<file path="src/include/rvv_retire_settings.svh">
//////////////////////////////
// rvv retire settings
// sizes shared by the retire stage
//////////////////////////////

`ifndef RVV_RETIRE_SETTINGS_SVH
`define RVV_RETIRE_SETTINGS_SVH

// retire slots per batch, slot 0 oldest
`define NUM_RT_UOP 4

// vector register geometry
`define VLEN  64
`define VLENB 8     // bytes per vector register

// scalar side
`define XLEN 32

`define REGFILE_INDEX_WIDTH 5   // vd / rd index
`define VL_WIDTH            8   // vl and vstart fields

`endif

</file>
<file path="src/rtl/rvv_retire_pkg.sv">
//////////////////////////////
// rvv retire types
// byte classes, rob entry, decoded entry,
// vrf/xrf write records and vector csr state
//////////////////////////////

`include "rvv_retire_settings.svh"

package rvv_retire_pkg;

  // class of one destination byte, only body active bytes get written
  typedef enum logic [1:0] {
    PROLOGUE      = 2'b00,
    TAIL          = 2'b01,
    BODY_INACTIVE = 2'b10,
    BODY_ACTIVE   = 2'b11
  } byte_type_e;

  // vector csr state reported on a trap
  typedef struct packed {
    logic [`VL_WIDTH-1:0] vstart;
    logic [`VL_WIDTH-1:0] vl;
    logic [2:0]           vsew;
    logic [2:0]           vlmul;
  } vcsr_t;

  //////////////////////////////
  // rob side
  typedef struct packed {
    logic                            w_valid;
    logic                            w_type;      // 0 vrf, 1 xrf
    logic [`REGFILE_INDEX_WIDTH-1:0] w_index;
    logic [`VLEN-1:0]                w_data;
    byte_type_e [`VLENB-1:0]         vd_type;
    logic                            trap_flag;
    vcsr_t                           vector_csr;
    logic [`VLENB-1:0]               vsaturate;   // per byte saturation
  } rob2rt_t;

  // one retire slot after decode
  typedef struct packed {
    logic                            live;        // valid after trap squash
    logic                            is_xrf;
    logic [`REGFILE_INDEX_WIDTH-1:0] index;
    logic [`VLEN-1:0]                data;
    logic [`VLENB-1:0]               strobe;      // before waw masking
    logic                            vxsat;
  } rt_entry_t;

  //////////////////////////////
  // write-back records
  typedef struct packed {
    logic [`REGFILE_INDEX_WIDTH-1:0] rt_index;
    logic [`VLEN-1:0]                rt_data;
    logic [`VLENB-1:0]               rt_strobe;
  } rt2vrf_t;

  typedef struct packed {
    logic [`REGFILE_INDEX_WIDTH-1:0] rt_index;
    logic [`XLEN-1:0]                rt_data;
  } rt2xrf_t;

endpackage

</file>
<file path="src/rtl/rvv_retire_decode.sv">
//////////////////////////////
// rvv retire decode
// per slot byte strobe, saturation flag
// and squash of slots behind a trap
//////////////////////////////

`timescale 1ns/10ps

`include "rvv_retire_settings.svh"

module rvv_retire_decode (
  input  logic [`NUM_RT_UOP-1:0]                      rob_valid,
  input  rvv_retire_pkg::rob2rt_t [`NUM_RT_UOP-1:0]   rob_data,
  output rvv_retire_pkg::rt_entry_t [`NUM_RT_UOP-1:0] entry
);

  import rvv_retire_pkg::*;

  logic [`NUM_RT_UOP-1:0]            trap_before; // an older valid slot traps
  logic [`NUM_RT_UOP-1:0][`VLENB-1:0] active;      // body active bytes

  //////////////////////////////
  // trap squash
  //////////////////////////////
  always_comb begin
    trap_before[0] = 1'b0; // nothing older than slot 0
    for (int k = 1; k < `NUM_RT_UOP; k++) begin
      trap_before[k] = trap_before[k-1] | (rob_valid[k-1] & rob_data[k-1].trap_flag);
    end
  end

  // byte classes to write enables
  always_comb begin
    for (int k = 0; k < `NUM_RT_UOP; k++) begin
      for (int b = 0; b < `VLENB; b++) begin
        active[k][b] = (rob_data[k].vd_type[b] == BODY_ACTIVE);
      end
    end
  end

  //////////////////////////////
  // decoded slots
  //////////////////////////////
  always_comb begin
    for (int k = 0; k < `NUM_RT_UOP; k++) begin
      // the trapping slot itself still retires its write
      entry[k].live   = rob_valid[k] & rob_data[k].w_valid & ~trap_before[k];
      entry[k].is_xrf = rob_data[k].w_type;
      entry[k].index  = rob_data[k].w_index;
      entry[k].data   = rob_data[k].w_data;
      entry[k].strobe = active[k];
      // saturation only counts on bytes that really get written
      entry[k].vxsat  = |(rob_data[k].vsaturate & active[k]);
    end
  end

endmodule

</file>
<file path="src/rtl/rvv_retire_route.sv">
//////////////////////////////
// rvv retire route
// vrf/xrf write records and valids,
// trap csr select and vxsat merge
//////////////////////////////

`timescale 1ns/10ps

`include "rvv_retire_settings.svh"

module rvv_retire_route (
  input  logic [`NUM_RT_UOP-1:0]                      rob_valid,
  input  rvv_retire_pkg::rob2rt_t [`NUM_RT_UOP-1:0]   rob_data,
  input  rvv_retire_pkg::rt_entry_t [`NUM_RT_UOP-1:0] entry,
  input  logic [`NUM_RT_UOP-1:0][`VLENB-1:0]          strobe,
  output logic [`NUM_RT_UOP-1:0]                      vrf_valid,
  output rvv_retire_pkg::rt2vrf_t [`NUM_RT_UOP-1:0]   vrf_data,
  output logic [`NUM_RT_UOP-1:0]                      xrf_valid,
  output rvv_retire_pkg::rt2xrf_t [`NUM_RT_UOP-1:0]   xrf_data,
  output logic                                        vcsr_valid,
  output rvv_retire_pkg::vcsr_t                       vcsr_data,
  output logic                                        vsat_valid,
  output logic                                        vsat_data
);

  import rvv_retire_pkg::*;

  //////////////////////////////
  // vrf / xrf ports
  //////////////////////////////
  always_comb begin
    logic run; // all older slots went to the xrf
    run = 1'b1;
    for (int k = 0; k < `NUM_RT_UOP; k++) begin
      vrf_valid[k] = entry[k].live & ~entry[k].is_xrf;
      // xrf ports fill as a contiguous run from slot 0
      xrf_valid[k] = entry[k].live & entry[k].is_xrf & run;
      run          = xrf_valid[k];

      vrf_data[k].rt_index  = entry[k].index;
      vrf_data[k].rt_data   = entry[k].data;
      vrf_data[k].rt_strobe = strobe[k];  // after waw

      xrf_data[k].rt_index  = entry[k].index;
      xrf_data[k].rt_data   = entry[k].data[`XLEN-1:0];
    end
  end

  //////////////////////////////
  // trap csr
  //////////////////////////////
  // walk youngest to oldest so the oldest trap is the one left over
  always_comb begin
    vcsr_valid = 1'b0;
    vcsr_data  = '0;
    for (int k = `NUM_RT_UOP - 1; k >= 0; k--) begin
      if (rob_valid[k] && rob_data[k].trap_flag) begin
        vcsr_valid = 1'b1;
        vcsr_data  = rob_data[k].vector_csr;
      end
    end
  end

  // vxsat
  always_comb begin
    vsat_valid = 1'b0;
    vsat_data  = 1'b0;
    for (int k = 0; k < `NUM_RT_UOP; k++) begin
      vsat_valid = vsat_valid | (entry[k].live & entry[k].vxsat);
      vsat_data  = vsat_data | entry[k].vxsat;  // not gated by live
    end
  end

endmodule

</file>
<file path="src/rtl/rvv_retire_top.sv">
//////////////////////////////
// rvv retire top
// retire stage of the vector back end,
// rob batch in, vrf/xrf/csr writes out
// one cycle later
//////////////////////////////

`timescale 1ns/10ps

`include "rvv_retire_settings.svh"

module rvv_retire_top (
  input  logic                                      clk,
  input  logic                                      arst_n,
  // rob
  input  logic [`NUM_RT_UOP-1:0]                    rob2rt_write_valid,
  input  rvv_retire_pkg::rob2rt_t [`NUM_RT_UOP-1:0] rob2rt_write_data,
  output logic [`NUM_RT_UOP-1:0]                    rob2rt_write_ready,
  // xrf
  output logic [`NUM_RT_UOP-1:0]                    rt2xrf_write_valid,
  output rvv_retire_pkg::rt2xrf_t [`NUM_RT_UOP-1:0] rt2xrf_write_data,
  input  logic [`NUM_RT_UOP-1:0]                    rt2xrf_write_ready,
  // vrf, no ready
  output logic [`NUM_RT_UOP-1:0]                    rt2vrf_write_valid,
  output rvv_retire_pkg::rt2vrf_t [`NUM_RT_UOP-1:0] rt2vrf_write_data,
  // vector csr and vxsat
  output logic                                      rt2vcsr_write_valid,
  output rvv_retire_pkg::vcsr_t                     rt2vcsr_write_data,
  output logic                                      rt2vsat_write_valid,
  output logic                                      rt2vsat_write_data
);

  import rvv_retire_pkg::*;

  rt_entry_t [`NUM_RT_UOP-1:0]          entry;
  logic [`NUM_RT_UOP-1:0][`VLENB-1:0]   strobe;
  logic [`NUM_RT_UOP-1:0]               vrf_valid;
  rt2vrf_t [`NUM_RT_UOP-1:0]            vrf_data;
  logic [`NUM_RT_UOP-1:0]               xrf_valid;
  rt2xrf_t [`NUM_RT_UOP-1:0]            xrf_data;
  logic                                 vcsr_valid;
  vcsr_t                                vcsr_data;
  logic                                 vsat_valid;
  logic                                 vsat_data;
  logic                                 load;
  logic                                 accept;

  // whole rob stalls together
  assign load               = (|rob2rt_write_valid) & accept;
  assign rob2rt_write_ready = {`NUM_RT_UOP{accept}};

  //////////////////////////////
  // combinational retire path
  //////////////////////////////
  rvv_retire_decode i_decode (
    .rob_valid (rob2rt_write_valid),
    .rob_data  (rob2rt_write_data),
    .entry     (entry)
  );

  rvv_retire_waw i_waw (
    .rob_valid (rob2rt_write_valid),
    .entry     (entry),
    .strobe    (strobe)
  );

  rvv_retire_route i_route (
    .rob_valid  (rob2rt_write_valid),
    .rob_data   (rob2rt_write_data),
    .entry      (entry),
    .strobe     (strobe),
    .vrf_valid  (vrf_valid),
    .vrf_data   (vrf_data),
    .xrf_valid  (xrf_valid),
    .xrf_data   (xrf_data),
    .vcsr_valid (vcsr_valid),
    .vcsr_data  (vcsr_data),
    .vsat_valid (vsat_valid),
    .vsat_data  (vsat_data)
  );

  // registered write-back
  rvv_retire_wb_reg i_wb_reg (
    .clk                 (clk),
    .arst_n              (arst_n),
    .load                (load),
    .vrf_valid           (vrf_valid),
    .vrf_data            (vrf_data),
    .xrf_valid           (xrf_valid),
    .xrf_data            (xrf_data),
    .vcsr_valid          (vcsr_valid),
    .vcsr_data           (vcsr_data),
    .vsat_valid          (vsat_valid),
    .vsat_data           (vsat_data),
    .rt2xrf_write_ready  (rt2xrf_write_ready),
    .rt2vrf_write_valid  (rt2vrf_write_valid),
    .rt2vrf_write_data   (rt2vrf_write_data),
    .rt2xrf_write_valid  (rt2xrf_write_valid),
    .rt2xrf_write_data   (rt2xrf_write_data),
    .rt2vcsr_write_valid (rt2vcsr_write_valid),
    .rt2vcsr_write_data  (rt2vcsr_write_data),
    .rt2vsat_write_valid (rt2vsat_write_valid),
    .rt2vsat_write_data  (rt2vsat_write_data),
    .accept              (accept)
  );

endmodule

</file>
<file path="src/rtl/rvv_retire_waw.sv">
//////////////////////////////
// rvv retire waw
// newest-wins byte ownership between
// same-register writes of one batch
//////////////////////////////

`timescale 1ns/10ps

`include "rvv_retire_settings.svh"

module rvv_retire_waw (
  input  logic [`NUM_RT_UOP-1:0]                      rob_valid,
  input  rvv_retire_pkg::rt_entry_t [`NUM_RT_UOP-1:0] entry,
  output logic [`NUM_RT_UOP-1:0][`VLENB-1:0]          strobe
);

  import rvv_retire_pkg::*;

  logic [`NUM_RT_UOP-1:0]             in_grp; // slot is inside the prefix group
  logic [`NUM_RT_UOP-1:0][`VLENB-1:0] kill;   // bytes owned by a younger slot

  //////////////////////////////
  // same destination prefix
  //////////////////////////////
  // group grows from slot 0 while slot valid and w_type both match,
  // it stops at the first slot that differs
  always_comb begin
    in_grp[0] = 1'b1;
    for (int k = 1; k < `NUM_RT_UOP; k++) begin
      in_grp[k] = in_grp[k-1] &&
                  ({rob_valid[k], entry[k].is_xrf} == {rob_valid[k-1], entry[k-1].is_xrf});
    end
  end

  //////////////////////////////
  // byte masking
  //////////////////////////////
  always_comb begin
    for (int k = 0; k < `NUM_RT_UOP; k++) begin
      kill[k] = '0;
      for (int j = k + 1; j < `NUM_RT_UOP; j++) begin
        // younger slot in the group implies slot k is in it too
        if (in_grp[j] && (entry[j].index == entry[k].index)) begin
          kill[k] = kill[k] | entry[j].strobe; // unmasked younger strobe
        end
      end
      strobe[k] = entry[k].strobe & ~kill[k];
    end
  end

  // youngest slot never loses a byte
  // slots outside the group see kill == 0 and pass unchanged

endmodule

</file>
<file path="src/rtl/rvv_retire_wb_reg.sv">
//////////////////////////////
// rvv retire write-back register
// holds one retired batch, waits for
// xrf ready, pulses vrf/csr/vsat once
//////////////////////////////

`timescale 1ns/10ps

`include "rvv_retire_settings.svh"

module rvv_retire_wb_reg (
  input  logic                                      clk,
  input  logic                                      arst_n,
  input  logic                                      load,
  input  logic [`NUM_RT_UOP-1:0]                    vrf_valid,
  input  rvv_retire_pkg::rt2vrf_t [`NUM_RT_UOP-1:0] vrf_data,
  input  logic [`NUM_RT_UOP-1:0]                    xrf_valid,
  input  rvv_retire_pkg::rt2xrf_t [`NUM_RT_UOP-1:0] xrf_data,
  input  logic                                      vcsr_valid,
  input  rvv_retire_pkg::vcsr_t                     vcsr_data,
  input  logic                                      vsat_valid,
  input  logic                                      vsat_data,
  input  logic [`NUM_RT_UOP-1:0]                    rt2xrf_write_ready,
  output logic [`NUM_RT_UOP-1:0]                    rt2vrf_write_valid,
  output rvv_retire_pkg::rt2vrf_t [`NUM_RT_UOP-1:0] rt2vrf_write_data,
  output logic [`NUM_RT_UOP-1:0]                    rt2xrf_write_valid,
  output rvv_retire_pkg::rt2xrf_t [`NUM_RT_UOP-1:0] rt2xrf_write_data,
  output logic                                      rt2vcsr_write_valid,
  output rvv_retire_pkg::vcsr_t                     rt2vcsr_write_data,
  output logic                                      rt2vsat_write_valid,
  output logic                                      rt2vsat_write_data,
  output logic                                      accept
);

  import rvv_retire_pkg::*;

  logic                   full_q;
  logic [`NUM_RT_UOP-1:0] vrf_valid_q;
  logic                   vcsr_valid_q;
  logic                   vsat_valid_q;
  logic                   leave;        // held batch drains this cycle

  // every asserted xrf port must see ready, no partial drain
  assign leave  = full_q && ((rt2xrf_write_valid & ~rt2xrf_write_ready) == '0);
  assign accept = ~full_q | leave;

  //////////////////////////////
  // control state
  //////////////////////////////
  always_ff @(posedge clk or negedge arst_n) begin
    if (!arst_n) begin
      full_q             <= 1'b0;
      vrf_valid_q        <= '0;
      rt2xrf_write_valid <= '0;
      vcsr_valid_q       <= 1'b0;
      vsat_valid_q       <= 1'b0;
    end else if (accept) begin
      full_q             <= load;
      vrf_valid_q        <= load ? vrf_valid : '0;
      rt2xrf_write_valid <= load ? xrf_valid : '0;  // stays up while held
      vcsr_valid_q       <= load & vcsr_valid;
      vsat_valid_q       <= load & vsat_valid;
    end
  end

  // payload
  always_ff @(posedge clk) begin
    if (accept && load) begin
      rt2vrf_write_data  <= vrf_data;
      rt2xrf_write_data  <= xrf_data;
      rt2vcsr_write_data <= vcsr_data;
      rt2vsat_write_data <= vsat_data;
    end
  end

  // single pulse in the leaving cycle
  assign rt2vrf_write_valid  = vrf_valid_q & {`NUM_RT_UOP{leave}};
  assign rt2vcsr_write_valid = vcsr_valid_q & leave;
  assign rt2vsat_write_valid = vsat_valid_q & leave;

endmodule

</file>
<file path="config.mk">
export PLATFORM = sky130hd
export DESIGN_NAME = rvv_retire_top
export DESIGN_NICKNAME = d
export VERILOG_FILES = /design/src/rtl/rvv_retire_pkg.sv /design/src/rtl/rvv_retire_decode.sv /design/src/rtl/rvv_retire_route.sv /design/src/rtl/rvv_retire_top.sv /design/src/rtl/rvv_retire_waw.sv /design/src/rtl/rvv_retire_wb_reg.sv
export VERILOG_INCLUDE_DIRS = /design/src /design/src/include
export SDC_FILE = /design/constraint.sdc
export NUM_CORES = 1
export LEC_CHECK = 0
export BUFFER_PORTS_ARGS = -buffer_cell sky130_fd_sc_hd__buf_2
export CAP_MARGIN = 20
export CELL_PAD_IN_SITES_DETAIL_PLACEMENT = 0
export CELL_PAD_IN_SITES_GLOBAL_PLACEMENT = 1
export CORE_AREA = 2 2 382 384
export DETAILED_ROUTE_END_ITERATION = 10
export DIE_AREA = 0 0 384 386
export GPL_TIMING_DRIVEN = 0
export HOLD_SLACK_MARGIN = 0.06
export PLACE_DENSITY_LB_ADDON = 0.1
export RECOVER_POWER = 50
export SLEW_MARGIN = 5
export SYNTH_ARGS = -nofsm -noshare
export SYNTH_HDL_FRONTEND = slang
export SYNTH_SLANG_ARGS = --single-unit
</file>
<file path="constraint.sdc">
create_clock -name clk -period 14.45 [get_ports clk]
set_input_delay 1.445 -clock clk [delete_from_list [all_inputs] [get_ports clk]]
set_output_delay 1.445 -clock clk [all_outputs]
set_load 0.05 [all_outputs]
</file>
== Word-level counts from Yosys, hierarchy flattened ==
Cells that the tools add are included.

* Bits in registers: 470
* Input bits: 482
* Output and inout port bits: 493
* Logic and storage cells: 166

* Equality and inequality tests: 41
* Muxes and demuxes: 16
* Bitwise gates (word level): 63
* Reduce and logical (&&, ||, !) cells: 20

{| class="wikitable"
|+ Operators by type and width
! operator !! number
|-
| 2-to-1 mux 22 bit || 4
|-
| equality test 2 bit (second input constant) || 32
|-
| bitwise AND 8 bit || 7
|-
| 2-to-1 mux 8 bit || 6
|-
| OR reduction 8 bit || 4
|-
| bitwise AND 1 bit || 30
|-
| equality test 5 bit || 6
|-
| inverter 8 bit || 3
|-
| OR 8 bit || 3
|-
| logical AND 1 bit || 14
|-
| OR 1 bit || 9
|-
| bitwise AND 4 bit || 2
|-
| 2-to-1 mux 4 bit || 2
|-
| inverter 1 bit || 8
|-
| equality test 2 bit || 3
|-
| zero test 4 bit || 1
|-
| 2-to-1 mux 1 bit || 4
|-
| inverter 4 bit || 1
|-
| OR reduction 4 bit || 1
|}

== Logic depth before layout (Yosys ltp) ==
* Depth in word-level cells: 9
* Depth in mapped cells: 7
* Gate-level depth less buffers: 6

== By module ==
A second synthesis with hierarchy kept.

* Cells, all modules: 1592
* Area, all modules: 22848.2 sq um

{| class="wikitable"
|+ By module, submodules not included
! module !! times used !! cells an instance !! area each (sq um) !! sequential area each (sq um)
|-
| rvv_retire_wb_reg || 1 || 537 || 14956.8 || 14659.1
|-
| rvv_retire_route || 1 || 600 || 4369.2 || 0.0
|-
| rvv_retire_decode || 1 || 340 || 2592.5 || 0.0
|-
| rvv_retire_waw || 1 || 110 || 888.4 || 0.0
|-
| rvv_retire_top || 1 || 5 || 41.3 || 0.0
|}

== Worst setup path after synthesis ==
Ideal clock, no wire load.

* Kind: input-to-reg
* Start point: input port rob2rt_write_valid[0]
* End point: register i_wb_reg.vrf_valid_q[0]
* Library setup time: 0.160 ns
* Data arrival time: 16.745 ns
* Required time: 14.290 ns
* Slack: -2.455 ns
* Stages on the path: 6
* Path buffers: 1
* Cell sequence: inv_1 > ha_1 > and2_0 > clkbuf_1 > nor2_1 > a22o_1

* Cells in the longest elaborated chain, start to end: 3
* Elaborated cells on any way between the ends: 5
* Those cells by class: 1 x mux; 3 x bitwise; 1 x reduce/logical

{| class="wikitable"
|+ Ends and longest elaborated chain
! what !! line !! source
|-
| start, declared || rvv_retire_top.sv:16 || <nowiki>input logic [`NUM_RT_UOP-1:0] rob2rt_write_valid,</nowiki>
|-
| OR reduction 4 bit || rvv_retire_top.sv:49 || <nowiki>assign load = (|rob2rt_write_valid) & accept;</nowiki>
|-
| bitwise AND 1 bit || rvv_retire_top.sv:49 ||
|-
| net i_wb_reg.load || rvv_retire_wb_reg.sv:14 || <nowiki>input logic load,</nowiki>
|-
| 2-to-1 mux 4 bit || rvv_retire_wb_reg.sv:59 || <nowiki>vrf_valid_q <= load ? vrf_valid : '0;</nowiki>
|-
| end signal, assigned || rvv_retire_wb_reg.sv:59 ||
|-
| end, declared || rvv_retire_wb_reg.sv:38 || <nowiki>logic [`NUM_RT_UOP-1:0] vrf_valid_q;</nowiki>
|}

The timed path passes the listed nets, and every way through them passes these cells.
A chain may end at the register's enable or synchronous reset.

== Worst setup path in the final report ==
* Start point: input port rob2rt_write_valid[3]
* End point: register, netlist name i_wb_reg.rt2xrf_write_data[17]

* Cells in the longest elaborated chain, start to end: 3

{| class="wikitable"
|+ Ends and longest elaborated chain
! what !! line !! source
|-
| OR reduction 4 bit || rvv_retire_top.sv:49 ||
|-
| bitwise AND 1 bit || rvv_retire_top.sv:49 ||
|-
| net i_wb_reg.load || rvv_retire_wb_reg.sv:14 ||
|-
| logical AND 1 bit || rvv_retire_wb_reg.sv:68 || <nowiki>if (accept && load) begin</nowiki>
|}

The timed path passes the listed nets, and every way through them passes these cells.

==> reports/results.tsv <==
stage	metric	value	unit
routing	post-route ant nets	0	
clock_network	Resize count post-CTS	0	
timing	Worst-Margin Slew	2.38	ns
routing	vias per std cell	2.99	
critical_path	WP data required	14.76	ns
die	full die area	148000	um^2
clock_network	Clock Tree Root	clkbuf_16	
routing	wire per inst	21.6	um
yosys	syn_nets	1311	
flow_run	# Max-Cap Violations	1	
routing	Detailed Route Iter0 Violations	491	
clock_network	Clock transition at path regs	0.06	ns
critical_path	type of origin of the critical path	input pin	
place	Placer Congestion	0.799	
critical_path	reg2reg setup slack	10.32	ns
critical_path	buffers plus inverters on the worst setup path	7	
timing	crit share post-route	0.332	
critical_path	Critical Path Sink Type	flop	
finish	Filler cells	16400	
die	Die H	386	um
global_routing	GR Overflow Total	0	
place	count of input and output buffers	974	
min_path	worst hold stages	2	
timing	Min Clock Period, post-route	4.79	ns
global_routing	antenna violations before repair	47	
critical_path	cell mode on critical path	buf_12	
routing	Residual DRC	0	
critical_path	WS Path Type	input pin to flop	
critical_path	critical path's largest stage delay	1.80	ns
power	P_sw	1.10	mW
min_path	hold path endpoint	i_wb_reg.vrf_valid_q[2]	
timing	RSZ-0062 raised after global routing	no	
yosys	sequential area share after synthesis	0.763	
clock_network	clk sinks	342	
timing	Fin. Hold Viols	0	
finish	nets@finish	2355	
timing	relative slew slack	-0.595	
finish	area growth from synthesis to layout	65.8	%
place	DP HPWL	70.7	mm
timing	final setup margin	9.66	ns
finish	Sequential Area	10200	um^2
routing	vias after detailed routing	11500	
clock_network	# hold bufs at CTS	0	
power	Gate power share	0.228	
timing	# setup viols final	0	
die	IO Count	975	
critical_path	r2r startpoint	i_wb_reg.rt2xrf_write_valid[2]	
timing	Final Max Tran Viols	15	
yosys	Ys Warns	0	
die	Die W	384	um
global_routing	gr usage total	0.105	
power	Leakage	9.04	nW
timing	skew final	0.0136	ns
yosys	async set-or-reset flop fraction in the synthesized netlist	0.0322	
global_routing	vias in the first global route	11900	
clock_network	Num CTS Buffers	49	
finish	design area	22200	um^2
critical_path	Top delay family on crit path	simple AND/OR/NAND/NOR gates	
yosys	Synth Flop Type	edfxtp_1	
finish	share of layout cells above drive strength 1	0.473	
clock_network	setup repair bufs after CTS	0	
yosys	Netlist cell types	41	
clock_network	CTS tree	done	
critical_path	worst path cell trace	buf_2, inv_1, ha_1, and2_0, clkbuf_1, nor2_1, buf_12, buf_12, buf_12, buf_12	
finish	multi-input logic area	1910	um^2
place	pre-CTS setup slack	9.68	ns
global_routing	first-pass GRT wire length	106	mm
min_path	Hold/Removal Path Class	flop to flop	
yosys	Synth Area per Inst	16.2	um^2
routing	drt first pass iters	5	
critical_path	WP data arrival	5.11	ns
status	failing checks	max-capacitance violations, max-slew violations	
die	core area	145000	um^2
routing	DRT Wirelength	82.9	mm
status	outcome	finished with violations	
min_path	HP Start	i_wb_reg.vrf_valid_q[2]	
place	Post-DP Area	21000	um^2
power	Flop pwr share	0.387	
critical_path	critical path's slowest cell	nor2_1	
yosys	area of the mapped netlist	13400	um^2
timing	top achievable clock speed	0.209	GHz
die	Core Rows	140	
power	clock power share	0.385	
power	internal power	2.04	mW
clock_network	CTS Buffer Depth	3	
yosys	Post-synth EDFFs	331	
power	peak supply drop	0.0666	mV
clock_network	H-tree depth	2	
global_routing	largest net degree at the start of global routing	30	
critical_path	CP Max Fanout	28	
critical_path	cell depth of the worst flop-to-flop path	7	
yosys	synthesized flop and latch total	342	
clock_network	Worst-Skew Late Latency	0.62	ns
critical_path	Crit Reg-Reg Endpoint	i_wb_reg.rt2xrf_write_data[17]	
die	Starting Density	0.0926	
power	Sw Share	0.350	
power	PwrDens	141	nW/um^2
yosys	Synth Instances	827	
==> cell usage after synthesis (14+ instances only) <==
library cell | number | area (um^2)
xor2_1 | 22 | 193
o21ai_0 | 44 | 220
buf_4 | 152 | 1140
nand3_1 | 14 | 70.1
a221o_1 | 22 | 220
nor2_1 | 14 | 52.6
a31oi_1 | 19 | 119
edfxtp_1 | 331 | 9940
nand2_1 | 65 | 244
inv_1 | 16 | 60.1
clkbuf_1 | 17 | 63.8
==> power by group through the flow <==
| stage | Clock [mW] | Sequential [mW] | Combinational (mW) |
|---|---|---|---|
| final | 1.21 | 1.21 | 0.715 |
| after global routing | 1.31 | 1.22 | 0.749 |
| after CTS | 1.29 | 1.21 | 0.751 |
| after detailed placement | 0 | 1.23 | 0.750 |
| after floorplan | 0 | 1.51 | 0.213 |
| after global placement | 0 | 1.26 | 0.744 |
==> cell families (layout without fill, tap and decap cells) <==
kind of cell / after synthesis / after routing / synth area share
other cells: 0 / 8 / 0
buf+inv: 186 / 1268 / 0.0949
flops: 342 / 342 / 0.763
xor+xnor: 33 / 33 / 0.0216
fa+ha+maj: 2 / 2 / 0.00187
compound gates: 127 / 127 / 0.0686
simple gates: 137 / 137 / 0.0495
==> state kept, by name, summed over array words and instances, names as in the netlist <==
register,cells
i_wb_reg.rt2vcsr_write_data,22
i_wb_reg.vcsr_valid_q,1
i_wb_reg.rt2xrf_write_valid,4
i_wb_reg.vsat_valid_q,1
i_wb_reg.full_q,1
i_wb_reg.rt2vrf_write_data,184
i_wb_reg.vrf_valid_q,4
i_wb_reg.rt2vsat_write_data,1
i_wb_reg.rt2xrf_write_data,124
==> through the flow <==
step                      hold slack [ns]   util  TNS [ns]  cells  power, mW
after floorplan                     0.435      -         0    827       1.72
after global placement              0.453  0.143  -1052.86   3718       2.00
after detailed placement            0.462  0.145         0   3737       1.98
after CTS                           0.479  0.156         0   3826       3.25
after global routing                0.500  0.153         0   3826       3.29
final                               0.480  0.154         0   3834       3.14
==> cells in the final DEF, fill, tap and decap left out, types with 12 or more instances in the layout <==
cell         n
nand3_1     14
nor2_1      14
inv_1       16
nand2_1     65
buf_12      12
clkbuf_1   342
a221o_1     22
a31oi_1     19
clkbuf_16   50
o21ai_0     44
buf_4      154
clkinv_2    12
xor2_1      22
buf_2      659
edfxtp_1   331
==> worst max path at each step <==
| stage | endpoint | depth (start not counted) | start | slack [ns] |
|---|---|---|---|---|
| 2_1_floorplan | i_wb_reg.vrf_valid_q[0] | 6 | rob2rt_write_valid[0] | 3.30 |
| 3_3_place_gp | i_wb_reg.vsat_valid_q | 7 | rob2rt_write_valid[3] | -3.34 |
| 3_5_place_dp | rob2rt_write_ready[3] | 6 | rt2xrf_write_ready[3] | 9.68 |
| 4_1_cts | rob2rt_write_ready[3] | 6 | rt2xrf_write_ready[3] | 9.67 |
| 5_1_grt | i_wb_reg.rt2xrf_write_data[119] | 10 | rob2rt_write_valid[2] | 9.37 |
| 6_report | i_wb_reg.rt2xrf_write_data[17] | 10 | rob2rt_write_valid[3] | 9.66 |
==> metal layers <==
metal	global-route usage	vias up	part of all wire
met2	0.194	669	0.52
met3	0.0494	140	0.11
met5	0	-	0.0037
met1	0.105	5484	0.34
li1	-	5107	-
met4	0.0268	52	0.025
==> area by class of cell <==
cell class                      count  area share
Sequential cell                   342       0.460
Clock inverter                     30      0.0120
Buffer                            170      0.0545
Multi-Input combinational cell    299      0.0863
Tap cell                         1917       0.108
Inverter                           16     0.00271
Timing Repair Buffer              993       0.217
Antenna cell                        8    0.000902
Clock buffer                       59      0.0579
==> worst min-delay path: stages (launching register included) <==
cell,delay [ns]
dfrtp_1,0.34
nand2_1,0.05
o41ai_1,0.05
Power figures use the tool's default switching activity.
